<file path="config.mk">
export PLATFORM = sky130hd
export DESIGN_NAME = spi_reg_top
export DESIGN_NICKNAME = d
export VERILOG_FILES = /design/src/logic/spi_regs_pkg.sv /design/src/logic/spi_reg_top.sv /design/src/logic/cmd_engine.sv /design/src/logic/byte_fifo.sv /design/src/logic/spi_slave.sv
export SDC_FILE = /design/constraint.sdc
export NUM_CORES = 1
export LEC_CHECK = 0
export ABC_AREA = 0
export BUFFER_PORTS_ARGS = -buffer_cell sky130_fd_sc_hd__buf_2
export CAP_MARGIN = 25
export CORE_MARGIN = 5
export CORE_UTILIZATION = 40
export DETAILED_ROUTE_END_ITERATION = 8
export SKIP_CTS_REPAIR_TIMING = 1
export SYNTH_ARGS = -nofsm -noshare
export SYNTH_HDL_FRONTEND = slang
export SYNTH_SLANG_ARGS = --single-unit
</file>
<file path="constraint.sdc">
create_clock -name sys_clk -period 3.85 [get_ports sys_clk]
set_input_delay 0.385 -clock sys_clk [delete_from_list [all_inputs] [get_ports sys_clk]]
set_output_delay 0.385 -clock sys_clk [all_outputs]
set_load 0.02 [all_outputs]
</file>
<file path="src/logic/spi_regs_pkg.sv">
// Shared constants and enumerations for the SPI register block.
// Import with a wildcard in the module header of every block that needs them.

`default_nettype none

package spi_regs_pkg;

	localparam int DATA_W      = 8;	// spi byte and register width
	localparam int ADDR_W      = 4;	// register address bits
	localparam int REG_COUNT   = 16;	// size of the register file
	localparam int FIFO_DEPTH  = 8;	// entries between slave and engine
	localparam int FIFO_AW     = 3;	// fifo pointer width
	localparam int SYNC_STAGES = 2;	// flops on each pin synchronizer

	// command opcode, bits 7:6 of a command byte
	typedef enum logic [1:0] {
		OP_NOP   = 2'b00,
		OP_WRITE = 2'b01,	// followed by a data byte
		OP_READ  = 2'b10,
		OP_ADD   = 2'b11	// followed by a data byte
	} opcode_t;

	// spi slave bit engine
	typedef enum logic [1:0] {
		ST_IDLE      = 2'b00,	// cs high
		ST_SHIFT     = 2'b01,	// collecting bits
		ST_BYTE_DONE = 2'b10	// strobe the byte out
	} slave_state_t;

	// command parser
	typedef enum logic [1:0] {
		PS_CMD  = 2'b00,	// expecting a command byte
		PS_DATA = 2'b01,	// expecting the data byte
		PS_EXEC = 2'b10	// apply the command
	} parse_state_t;

endpackage

`default_nettype wire
</file>
<file path="src/logic/spi_reg_top.sv">
// Top level of the SPI register block.
// SPI slave feeds a byte FIFO that the command engine drains; reads come back on miso.

`default_nettype none

module spi_reg_top
	import spi_regs_pkg::*;
#(
	parameter bit CPOL = 1'b0,
	parameter bit CPHA = 1'b0
)
(
	input  wire  sys_clk,
	input  wire  sys_rst_n,

	input  wire  cs,
	input  wire  sclk,
	input  wire  mosi,
	output logic miso,

	output logic overflow	// fifo dropped a byte
);

	logic              rx_valid;
	logic [DATA_W-1:0] rx_byte;
	logic              rx_first;
	logic              fifo_empty;
	logic [DATA_W-1:0] fifo_byte;
	logic              fifo_first;
	logic              fifo_rd;
	logic [DATA_W-1:0] reply;

	spi_slave #(
		.CPOL (CPOL),
		.CPHA (CPHA)
	) slave_i (
		.sys_clk   (sys_clk),
		.sys_rst_n (sys_rst_n),
		.cs        (cs),
		.sclk      (sclk),
		.mosi      (mosi),
		.miso      (miso),
		.reply     (reply),
		.rx_valid  (rx_valid),
		.rx_byte   (rx_byte),
		.rx_first  (rx_first)
	);

	byte_fifo fifo_i (
		.sys_clk   (sys_clk),
		.sys_rst_n (sys_rst_n),
		.wr        (rx_valid),
		.wr_byte   (rx_byte),
		.wr_first  (rx_first),
		.rd        (fifo_rd),
		.empty     (fifo_empty),
		.rd_byte   (fifo_byte),
		.rd_first  (fifo_first),
		.overflow  (overflow)
	);

	cmd_engine engine_i (
		.sys_clk    (sys_clk),
		.sys_rst_n  (sys_rst_n),
		.fifo_empty (fifo_empty),
		.fifo_byte  (fifo_byte),
		.fifo_first (fifo_first),
		.fifo_rd    (fifo_rd),
		.reply      (reply)
	);

endmodule

`default_nettype wire

</file>
<file path="src/logic/cmd_engine.sv">
// Command engine: pops bytes from the FIFO, parses one- and two-byte commands
// and applies them to a file of sixteen 8-bit registers.
// A read loads the reply register that the slave returns in the next frame.

`default_nettype none

module cmd_engine
	import spi_regs_pkg::*;
(
	input  wire               sys_clk,
	input  wire               sys_rst_n,

	input  wire               fifo_empty,
	input  wire  [DATA_W-1:0] fifo_byte,
	input  wire               fifo_first,	// byte opened a frame
	output logic              fifo_rd,	// single-cycle pop

	output logic [DATA_W-1:0] reply
);

	parse_state_t      state;
	opcode_t           byte_op;
	opcode_t           op;
	logic [ADDR_W-1:0] addr;
	logic [DATA_W-1:0] data;
	logic [DATA_W-1:0] regs [REG_COUNT];
	logic              pop_d;
	logic              take_cmd;

	// never pop two cycles in a row
	assign fifo_rd = ~fifo_empty & ~pop_d;

	assign byte_op  = opcode_t'(fifo_byte[DATA_W-1 -: 2]);
	assign take_cmd = fifo_first | (state != PS_DATA);	// frame start always resyncs

	always_ff @(posedge sys_clk) begin
		if (!sys_rst_n) begin
			state <= PS_CMD;
			pop_d <= 1'b0;
		end else begin
			pop_d <= fifo_rd;
			if (fifo_rd) begin
				if (take_cmd) begin
					case (byte_op)
						OP_WRITE, OP_ADD: state <= PS_DATA;
						OP_READ:          state <= PS_EXEC;
						default:          state <= PS_CMD;	// nop, nothing to do
					endcase
				end else begin
					state <= PS_EXEC;	// data byte arrived
				end
			end else if (state == PS_EXEC) begin
				state <= PS_CMD;
			end
		end
	end

	// command fields
	always_ff @(posedge sys_clk) begin
		if (fifo_rd) begin
			if (take_cmd) begin
				op   <= byte_op;
				addr <= fifo_byte[ADDR_W-1:0];	// bits 5:4 ignored
			end else begin
				data <= fifo_byte;
			end
		end
	end

	// register file and reply
	always_ff @(posedge sys_clk) begin
		if (!sys_rst_n) begin
			for (int i = 0; i < REG_COUNT; i++) begin
				regs[i] <= '0;
			end
			reply <= '0;
		end else if (state == PS_EXEC) begin
			case (op)
				OP_WRITE: regs[addr] <= data;
				OP_ADD:   regs[addr] <= regs[addr] + data;	// mod 256
				OP_READ:  reply      <= regs[addr];
				default:  ;
			endcase
		end
	end

	a_state_legal: assert property (@(posedge sys_clk) disable iff (!sys_rst_n)
		state inside {PS_CMD, PS_DATA, PS_EXEC});

endmodule

`default_nettype wire

</file>
<file path="src/logic/byte_fifo.sv">
// Small synchronous FIFO between the SPI slave and the command engine.
// Each entry carries a byte and its start-of-frame flag. Writes to a full
// FIFO are dropped and raise a sticky overflow flag.

`default_nettype none

module byte_fifo
	import spi_regs_pkg::*;
(
	input  wire               sys_clk,
	input  wire               sys_rst_n,

	input  wire               wr,
	input  wire  [DATA_W-1:0] wr_byte,
	input  wire               wr_first,
	input  wire               rd,	// pop, only when not empty

	output logic              empty,
	output logic [DATA_W-1:0] rd_byte,
	output logic              rd_first,
	output logic              overflow	// sticky until reset
);

	logic [DATA_W:0]    mem [FIFO_DEPTH];	// {first, byte}
	logic [FIFO_AW-1:0] wr_ptr;
	logic [FIFO_AW-1:0] rd_ptr;
	logic [FIFO_AW:0]   count;
	logic               full;
	logic               do_wr;
	logic               do_rd;

	assign empty = (count == '0);
	assign full  = (count == (FIFO_AW+1)'(FIFO_DEPTH));
	assign do_wr = wr & ~full;
	assign do_rd = rd & ~empty;

	always_ff @(posedge sys_clk) begin
		if (do_wr)
			mem[wr_ptr] <= {wr_first, wr_byte};
	end

	always_ff @(posedge sys_clk) begin
		if (!sys_rst_n) begin
			wr_ptr   <= '0;
			rd_ptr   <= '0;
			count    <= '0;
			overflow <= 1'b0;
		end else begin
			if (do_wr)
				wr_ptr <= wr_ptr + 1'b1;	// natural wrap, depth is a power of two
			if (do_rd)
				rd_ptr <= rd_ptr + 1'b1;
			case ({do_wr, do_rd})
				2'b10:   count <= count + 1'b1;
				2'b01:   count <= count - 1'b1;
				default: count <= count;
			endcase
			if (wr && full)
				overflow <= 1'b1;	// byte lost
		end
	end

	// head of queue, follows rd_ptr
	assign rd_byte  = mem[rd_ptr][DATA_W-1:0];
	assign rd_first = mem[rd_ptr][DATA_W];

	a_no_pop_empty: assert property (@(posedge sys_clk) disable iff (!sys_rst_n)
		rd |-> !empty);

endmodule

`default_nettype wire

</file>
<file path="src/logic/spi_slave.sv">
// SPI slave bit engine running on sys_clk.
// Pins are synchronized and edge detected; CPOL/CPHA select the sample and launch edges.
// Each received byte is strobed out with a start-of-frame flag, and the reply byte
// is shifted out on miso for every byte of a frame.

`default_nettype none

module spi_slave
	import spi_regs_pkg::*;
#(
	parameter bit CPOL = 1'b0,	// sclk idle level
	parameter bit CPHA = 1'b0	// 0: sample on leading edge, 1: on trailing edge
)
(
	input  wire               sys_clk,
	input  wire               sys_rst_n,

	input  wire               cs,	// chip select, active low
	input  wire               sclk,
	input  wire               mosi,
	output logic              miso,

	input  wire  [DATA_W-1:0] reply,	// byte returned in every frame
	output logic              rx_valid,	// one cycle per received byte
	output logic [DATA_W-1:0] rx_byte,
	output logic              rx_first	// first byte after cs fell
);

	slave_state_t                 state;
	logic [SYNC_STAGES-1:0]       cs_sync;
	logic [SYNC_STAGES-1:0]       sclk_sync;
	logic [SYNC_STAGES-1:0]       mosi_sync;
	logic                         cs_prev;
	logic                         sclk_prev;
	logic                         cs_s;
	logic                         sclk_s;
	logic                         mosi_s;
	logic                         cs_fall;
	logic                         sclk_rise;
	logic                         sclk_fall;
	logic                         lead_edge;
	logic                         trail_edge;
	logic                         sample_edge;
	logic                         launch_edge;
	logic [$clog2(DATA_W)-1:0]    bit_cnt;
	logic                         first_pend;
	logic [DATA_W-1:0]            rx_shift;
	logic [DATA_W-1:0]            tx_shift;
	logic [DATA_W-1:0]            tx_copy;

	// pin synchronizers, idle levels on reset so no false edge is seen
	always_ff @(posedge sys_clk) begin
		if (!sys_rst_n) begin
			cs_sync   <= '1;
			sclk_sync <= {SYNC_STAGES{CPOL}};
			cs_prev   <= 1'b1;
			sclk_prev <= CPOL;
		end else begin
			cs_sync   <= {cs_sync[SYNC_STAGES-2:0], cs};
			sclk_sync <= {sclk_sync[SYNC_STAGES-2:0], sclk};
			cs_prev   <= cs_s;
			sclk_prev <= sclk_s;
		end
	end

	always_ff @(posedge sys_clk) begin
		mosi_sync <= {mosi_sync[SYNC_STAGES-2:0], mosi};	// aligned with sclk
	end

	assign cs_s   = cs_sync[SYNC_STAGES-1];
	assign sclk_s = sclk_sync[SYNC_STAGES-1];
	assign mosi_s = mosi_sync[SYNC_STAGES-1];

	assign cs_fall   = cs_prev & ~cs_s;
	assign sclk_rise = ~sclk_prev & sclk_s;
	assign sclk_fall = sclk_prev & ~sclk_s;

	// leading edge leaves the idle level
	assign lead_edge   = CPOL ? sclk_fall : sclk_rise;
	assign trail_edge  = CPOL ? sclk_rise : sclk_fall;
	assign sample_edge = ~cs_s & (CPHA ? trail_edge : lead_edge);
	assign launch_edge = ~cs_s & (CPHA ? lead_edge : trail_edge);

	always_ff @(posedge sys_clk) begin
		if (!sys_rst_n) begin
			state      <= ST_IDLE;
			bit_cnt    <= '0;
			first_pend <= 1'b0;
			rx_valid   <= 1'b0;
			rx_first   <= 1'b0;
		end else begin
			rx_valid <= 1'b0;
			if (cs_s) begin	// deselect drops any partial byte
				state   <= ST_IDLE;
				bit_cnt <= '0;
			end else begin
				case (state)
					ST_IDLE: begin
						if (cs_fall) begin
							state      <= ST_SHIFT;
							bit_cnt    <= '0;
							first_pend <= 1'b1;
						end
					end
					ST_SHIFT: begin
						if (sample_edge) begin
							bit_cnt <= bit_cnt + 1'b1;	// wraps to zero after the last bit
							if (&bit_cnt)
								state <= ST_BYTE_DONE;
						end
					end
					ST_BYTE_DONE: begin
						rx_valid   <= 1'b1;
						rx_first   <= first_pend;
						first_pend <= 1'b0;
						state      <= ST_SHIFT;
					end
					default: state <= ST_IDLE;
				endcase
			end
		end
	end

	always_ff @(posedge sys_clk) begin
		if (state == ST_SHIFT && sample_edge)
			rx_shift <= {rx_shift[DATA_W-2:0], mosi_s};	// msb first
		if (state == ST_BYTE_DONE)
			rx_byte <= rx_shift;
		if (cs_fall)
			tx_copy <= reply;	// held for the whole frame
	end

	// transmit shifter, reloaded from the frame copy at each byte start
	always_ff @(posedge sys_clk) begin
		if (!sys_rst_n)
			tx_shift <= '0;
		else if (cs_fall)
			tx_shift <= reply;
		else if (launch_edge) begin
			if (bit_cnt == '0)
				tx_shift <= tx_copy;
			else
				tx_shift <= {tx_shift[DATA_W-2:0], 1'b0};
		end
	end

	assign miso = tx_shift[DATA_W-1];

	a_rx_valid_single: assert property (@(posedge sys_clk) disable iff (!sys_rst_n)
		rx_valid |=> !rx_valid);

endmodule

`default_nettype wire

</file>
==> results.py, run 1 <==
metrics = {
    "cells_and_area": {
        "nFillCells": 2644,
        "final_nets": 851,
        "n_antenna_cell": 0,
        "area_growth_pct": 12.36,
        "drive_gt1_frac": 0.1761,
        "final_cells": 1242,
    },
    "floorplan": {
        "die_area_sq_um": 33560,
        "die_h_um": 183.2,
        "core-area_sq_um": 29640,
        "ios": 7,
        "rows": 63,
        "fp.dieW_um": 183.2,
        "initial_core_util": 0.4048,
    },
    "yosys": {
        "synthArstFlopShare": 0,
        "synth.area.top_cells": "edfxtp_1 60%, mux4_2 11%, dfxtp_1 8.8%",
        "synth.avg_cell_area_sq_um": 14.85,
        "synth_most_common_cell": "edfxtp_1",
        "synth-edff-count": 238,
        "ys_ff_latch": 291,
        "synth_cells": 808,
        "yosys_warnings": 0,
        "synth_nets": 830,
        "syn_area_sq_um": 12000,
        "synth_cell_type_count": 50,
        "synth.yosys.seq_area_share": 0.6840,
        "synth.top_cell.area_share": 0.5956,
        "ys.flop_type": "edfxtp_1",
        "synth_common_cells": "238 x edfxtp_1, 138 x nor2_1, 61 x nand2_1, 58 x mux4_2, 53 x dfxtp_1",
        "synth_top_cell_by_area": "edfxtp_1",
    },
    "detailed_routing": {
        "initialDrtViolationCount": 582,
        "dr.pass1.iters": 5,
        "wl_per_cell_um": 19.59,
        "route.detailed.drc": 0,
        "dr_total_vias": 6519,
        "drt_wl_total_mm": 24.34,
        "antenna_left": 0,
        "vias_per_cell": 5.249,
    },
    "worst_setup_path": {
        "arrival_ns": 3.98,
        "cp_max_fo": 26,
        "crit_type": "reg2reg",
        "ff2ff_path_depth": 12,
        "endpoint_kind": "flop",
        "critPathRequiredTime_ns": 4.23,
        "cp-start-kind": "flop",
        "r2r_end": "engine_i.regs[4][6]$_SDFFCE_PN0P_",
        "r2r_slack_ns": 0.25,
    },
    "flow_run": {
        "max_cap_viol_count": 0,
    },
    "status": {
        "outcome": "completed",
    },
    "placed_design": {
        "numPortBuffers": 6,
        "placed_cells": 1184,
        "routabilityCongestion": 0.7632,
        "place_hpwl_mm": 15.91,
    },
    "clock_network": {
        "clock-sinks": 291,
        "worstSkewPairLatency_ns": 0.55,
        "htree_num_levels": 1,
        "cts_root_buf": "clkbuf_16",
        "clk_pin_slew_ns": 0.06,
        "numCtsBuffers": 30,
        "cts.path.max_buffers": 3,
        "tritoncts": "done",
    },
    "global_route": {
        "grt_pass1_wl_mm": 38.35,
        "grt_usage": 0.1463,
        "grt_pass1_vias": 6524,
        "antenna_found_initial": 0,
        "grt_max_degree": 35,
        "overflow": 0,
    },
    "pwr": {
        "powerDensity_nw_per_um2": 624.3,
        "leakage_nw": 4.643,
        "vdd_drop_max_v": 0.0003816,
    },
    "worst_hold_path": {
        "hold_start": "cs",
        "holdPathStages": 2,
        "holdCritPathClass": "in2reg",
        "whs_endpoint": "slave_i.cs_sync[0]$_SDFF_PN1_",
    },
    "timing": {
        "setup_violations": 0,
        "min_period_ns": 3.596,
        "fin_skew_ns": 0.02083,
        "grt_setup_unrepaired": "no",
        "finalCritPeriodShare": 0.9340,
        "maxSlewHeadroom": 0.3600,
        "tightest_slew_ns": 0.9565,
        "holdWs_ns": 0.01715,
        "hold_viol": 0,
        "fmax_ghz": 0.2781,
        "tns_ns": 0,
        "final_max_slew_viol_count": 0,
    },
}
registers in the layout, indices dropped and copies added (netlist names), 4 cells and up, named ones only:
signal            count
engine_i.regs       128
fifo_i.mem           72
engine_i.data         8
slave_i.rx_byte       8
slave_i.tx_shift      8
engine_i.reply        8
slave_i.tx_copy       8
slave_i.rx_shift      8
engine_i.addr         4
fifo_i.count          4
cell type report:
cell class / count / area, sq um / area share
clock inverters: 11 / 53.80 / 0.003991
repair buffers: 32 / 302.8 / 0.02246
well taps: 390 / 488.0 / 0.03619
multi-input cells: 456 / 3526 / 0.2615
flip-flops and latches: 291 / 8209 / 0.6089
inverters: 18 / 67.56 / 0.005012
clock buffers: 44 / 834.6 / 0.06190
metal layers:
metal	wire length [um]	global-route usage	part of all wire	vias to the layer above
met1	11100	0.2137	0.46	3276
li1	-	-	-	3050
met5	0	0	0	-
met2	11610	0.2358	0.48	163
met4	441	0.03099	0.018	0
met3	1186	0.02182	0.049	30
power by group:
| part | switching (mW) | total [mW] | leakage [nW] | internal (mW) |
|---|---|---|---|---|
| Sequential | 0.156 | 3.75 | 2.75 | 3.60 |
| Combinational | 1.09 | 2.05 | 1.46 | 0.962 |
| Clock | 1.12 | 2.61 | 0.429 | 1.49 |
| Total | 2.36 | 8.42 | 4.64 | 6.05 |
worst max-delay path by stage:
stage | slack, ns | start | to
finish | 0.25 | flop | engine_i.regs[4][6]$_SDFFCE_PN0P_
global route | 0.05 | flop | engine_i.regs[4][6]$_SDFFCE_PN0P_
CTS | 0.19 | flop | engine_i.regs[4][6]$_SDFFCE_PN0P_
detailed placement | 0.21 | flop | engine_i.regs[4][6]$_SDFFCE_PN0P_
global placement | 0.24 | flop | engine_i.regs[1][6]$_SDFFCE_PN0P_
floorplan | 0.03 | flop | engine_i.regs[12][5]$_SDFFCE_PN0P_
cells in the final DEF (no fill, tap or decap), types with 2 or more instances in the layout:
| master | instances |
|---|---|
| nand2_1 | 61 |
| buf_12 | 6 |
| mux4_2 | 58 |
| a21oi_2 | 10 |
| ha_1 | 15 |
| mux2_1 | 2 |
| clkbuf_16 | 31 |
| o21ai_1 | 3 |
| buf_4 | 19 |
| edfxtp_1 | 238 |
| clkinv_1 | 7 |
| nand3b_1 | 3 |
| nor3_1 | 13 |
| a21oi_1 | 48 |
| nor2_1 | 138 |
| mux2i_1 | 19 |
| nor2b_1 | 7 |
| or3_1 | 3 |
| nand3_1 | 5 |
| mux2_2 | 8 |
| fa_1 | 2 |
| dfxtp_1 | 52 |
| clkinv_2 | 3 |
| a21o_1 | 3 |
| xor2_1 | 6 |
| xnor2_1 | 4 |
| o21ai_0 | 17 |
| and2_1 | 4 |
| inv_1 | 16 |
| a22oi_1 | 2 |
| buf_2 | 6 |
| nand2b_1 | 8 |
| clkbuf_1 | 12 |
through the flow:
step	setup slack [ns]	util	instance area [sq um]	power, mW
global placement	0.2371	0.4241	12570	5.864
CTS	0.1890	0.4540	13460	8.508
finish	0.2542	0.4549	13480	8.417
global route	0.05287	0.4549	13480	8.827
detailed placement	0.2116	0.4241	12570	5.880
floorplan	0.03427	-	12010	5.328
worst max-delay path: stages (launching register included):
cell      delay, ns
dfxtp_2        0.35
buf_12         0.24
mux4_2         0.57
mux4_2         0.52
ha_1           0.24
inv_1          0.08
fa_1           0.19
nor2b_1        0.06
o21ai_1        0.17
a21boi_1       0.13
or3_1          0.35
a31o_2         0.33
a21oi_1        0.20
cell families after synthesis:
family / after synthesis / share of synthesized area
buffers and inverters: 61 / 0.02263
DFF: 291 / 0.6840
AOI/OAI and AO/OA: 94 / 0.04599
adders and majority gates: 17 / 0.01898
xor gates and xnor gates: 10 / 0.007299
muxes: 87 / 0.1341
and+or+nand+nor: 248 / 0.08697
Power figures use the tool's default switching activity.
==> run 2: changes to the inputs <==
--- a/config.mk
+++ b/config.mk
@@ -6,11 +6,11 @@
 export NUM_CORES = 1
 export LEC_CHECK = 0
 export ABC_AREA = 0
-export BUFFER_PORTS_ARGS = -buffer_cell sky130_fd_sc_hd__buf_2
 export CAP_MARGIN = 25
 export CORE_MARGIN = 5
 export CORE_UTILIZATION = 40
 export DETAILED_ROUTE_END_ITERATION = 8
+export DONT_BUFFER_PORTS = 1
 export SKIP_CTS_REPAIR_TIMING = 1
 export SYNTH_ARGS = -nofsm -noshare
 export SYNTH_HDL_FRONTEND = slang
==> results.py, run 2 (synthesis results as in run 1) <==
metrics = {
    "pwr": {
        "vdd_drop_max_v": 0.0003523,
        "powerDensity_nw_per_um2": 667.4,
        "p_sw_mw": 2.466,
        "pwr-share-seq": 0.413,
        "clock_power_share": 0.366,
        "pwr-share-comb": 0.221,
        "swShare": 0.2684,
        "power_mw": 9.185,
        "cell_internal_pwr_mw": 6.720,
        "leakage_nw": 4.754,
    },
    "clock_network": {
        "tritoncts": "done",
        "clock-sinks": 291,
        "cts.path.max_buffers": 3,
        "cts_root_buf": "clkbuf_16",
        "worstSkewPairLatency_ns": 0.55,
        "numCtsBuffers": 30,
        "htree_num_levels": 1,
        "clk_pin_slew_ns": 0.06,
    },
    "timing": {
        "tightest_slew_ns": 1.042,
        "fmax_ghz": 0.2700,
        "grt_setup_unrepaired": "no",
        "final_max_slew_viol_count": 0,
        "maxSlewHeadroom": 0.3031,
        "tns_ns": 0,
        "finalCritPeriodShare": 0.9621,
        "hold_viol": 0,
        "fin_skew_ns": 0.01357,
        "min_period_ns": 3.704,
        "setup_violations": 0,
    },
    "floorplan": {
        "die_h_um": 183.2,
        "initial_core_util": 0.4048,
        "rows": 63,
        "die_area_sq_um": 33560,
        "fp.dieW_um": 183.2,
        "ios": 7,
        "core-area_sq_um": 29640,
    },
    "global_route": {
        "grt_usage": 0.1502,
        "antenna_found_initial": 0,
        "grt_max_degree": 35,
        "grt_pass1_wl_mm": 38.99,
        "grt_pass1_vias": 6616,
        "overflow": 0,
    },
    "worst_setup_path": {
        "crit_chain": "buf_12 > mux4_2 > mux4_2 > ha_1 > inv_1 > fa_1 > nor2b_1 > o21ai_1 > a21boi_0 > or3_1 > a31o_2 > a21oi_1",
        "endpoint_kind": "flop",
        "cp-start-kind": "flop",
        "r2r_slack_ns": 0.15,
        "cp_slowest_stage_delay_ns": 0.55,
        "ff2ff_path_depth": 12,
        "crit_end": "engine_i.regs[1][6]$_SDFFCE_PN0P_",
        "arrival_ns": 4.09,
        "cpMostUsedCell": "mux4_2",
        "cp_max_fo": 16,
        "crit_type": "reg2reg",
        "r2r_end": "engine_i.regs[1][6]$_SDFFCE_PN0P_",
        "critical-path-slowest-cell": "mux4_2",
        "critPathRequiredTime_ns": 4.24,
    },
    "cells_and_area": {
        "area_growth_pct": 14.69,
        "largestRegisters": "engine_i.regs x128, fifo_i.mem x72",
        "largest_reg_flops": 128,
        "final_util": 0.4643,
        "final_nets": 847,
        "mostFrequentLayoutCells": "238 x edfxtp_1, 138 x nor2_1, 61 x nand2_1",
        "drive_gt1_frac": 0.1873,
        "final_common_cell": "edfxtp_1",
        "final_cells": 1239,
        "top_register": "engine_i.regs",
        "n_antenna_cell": 0,
    },
    "placed_design": {
        "placed_cells": 1177,
        "routabilityCongestion": 0.8467,
        "numPortBuffers": 0,
        "place_hpwl_mm": 16.03,
    },
    "detailed_routing": {
        "route.detailed.drc": 0,
        "antenna_left": 0,
        "dr.pass1.iters": 5,
        "dr_total_vias": 6539,
        "drt_wl_total_mm": 24.89,
        "wl_per_cell_um": 20.09,
        "initialDrtViolationCount": 669,
        "vias_per_cell": 5.278,
    },
    "worst_hold_path": {
        "hold_start": "sys_rst_n",
        "holdCritPathClass": "in2reg",
        "holdPathStages": 2,
    },
    "status": {
        "outcome": "completed",
    },
    "flow_run": {
        "max_cap_viol_count": 0,
    },
}
run 2: cell count changes in the layout (fill, tap and decap cells not counted), sizes merged:
cell,previous run,this run
bufinv,0,10
clkinv,10,7
buf,31,23
inv,18,19
clkbuf,44,34
dlygate4sd3,1,4
clkinvlp,1,5
run 2: per-stage QoR:
stage	instance area [sq um]	hold slack [ns]	worst slack (ns)
2_1_floorplan	12010	0.3096	0.03427
5_1_grt	13760	0.02796	0.003956
3_3_place_gp	12520	0.3251	0.2681
4_1_cts	13690	-0.1524	0.1618
6_report	13760	0.01800	0.1460
3_5_place_dp	12520	0.3197	0.1824
run 2: worst min path at each step:
stage / to / slack [ns]
2_1_floorplan: slave_i.mosi_sync[1]$_DFF_P_ / 0.31
3_3_place_gp: slave_i.mosi_sync[1]$_DFF_P_ / 0.33
3_5_place_dp: slave_i.mosi_sync[1]$_DFF_P_ / 0.32
4_1_cts: slave_i.mosi_sync[0]$_DFF_P_ / -0.15
5_1_grt: slave_i.tx_shift[7]$_SDFFE_PN0P_ / 0.03
6_report: slave_i.tx_shift[7]$_SDFFE_PN0P_ / 0.02
run 2: cell type report:
class / count / area [sq um]
Inverter: 18 / 67.56
Sequential cell: 291 / 8209
Fill cell: 2591 / 15880
Tap cell: 390 / 488.0
Clock inverter: 23 / 386.6
Timing Repair Buffer: 28 / 301.5
Multi-Input combinational cell: 456 / 3526
Clock buffer: 33 / 783.3
run 2: metal layers:
metal	share of wire	track usage
met1	0.43	0.2021
met2	0.49	0.2551
met3	0.045	0.02202
met4	0.031	0.04470
met5	0	0
run 2: power by group through the flow:
stage	Sequential (mW)	Clock [mW]	Combinational, mW
after floorplan	3.72	0	1.61
after global placement	3.86	0	2.01
after detailed placement	3.87	0	2.03
after CTS	3.80	3.42	2.04
after global routing	3.83	3.58	2.22
final	3.80	3.36	2.03
run 2: worst max-delay path: cells and delay by family (launching register included):
kind,cells,cell delay [ns]
mux,2,1.08
buf+inv,2,0.28
simple gates,2,0.45
fa+ha+maj,2,0.43
compound gates,4,0.91
flops,1,0.39
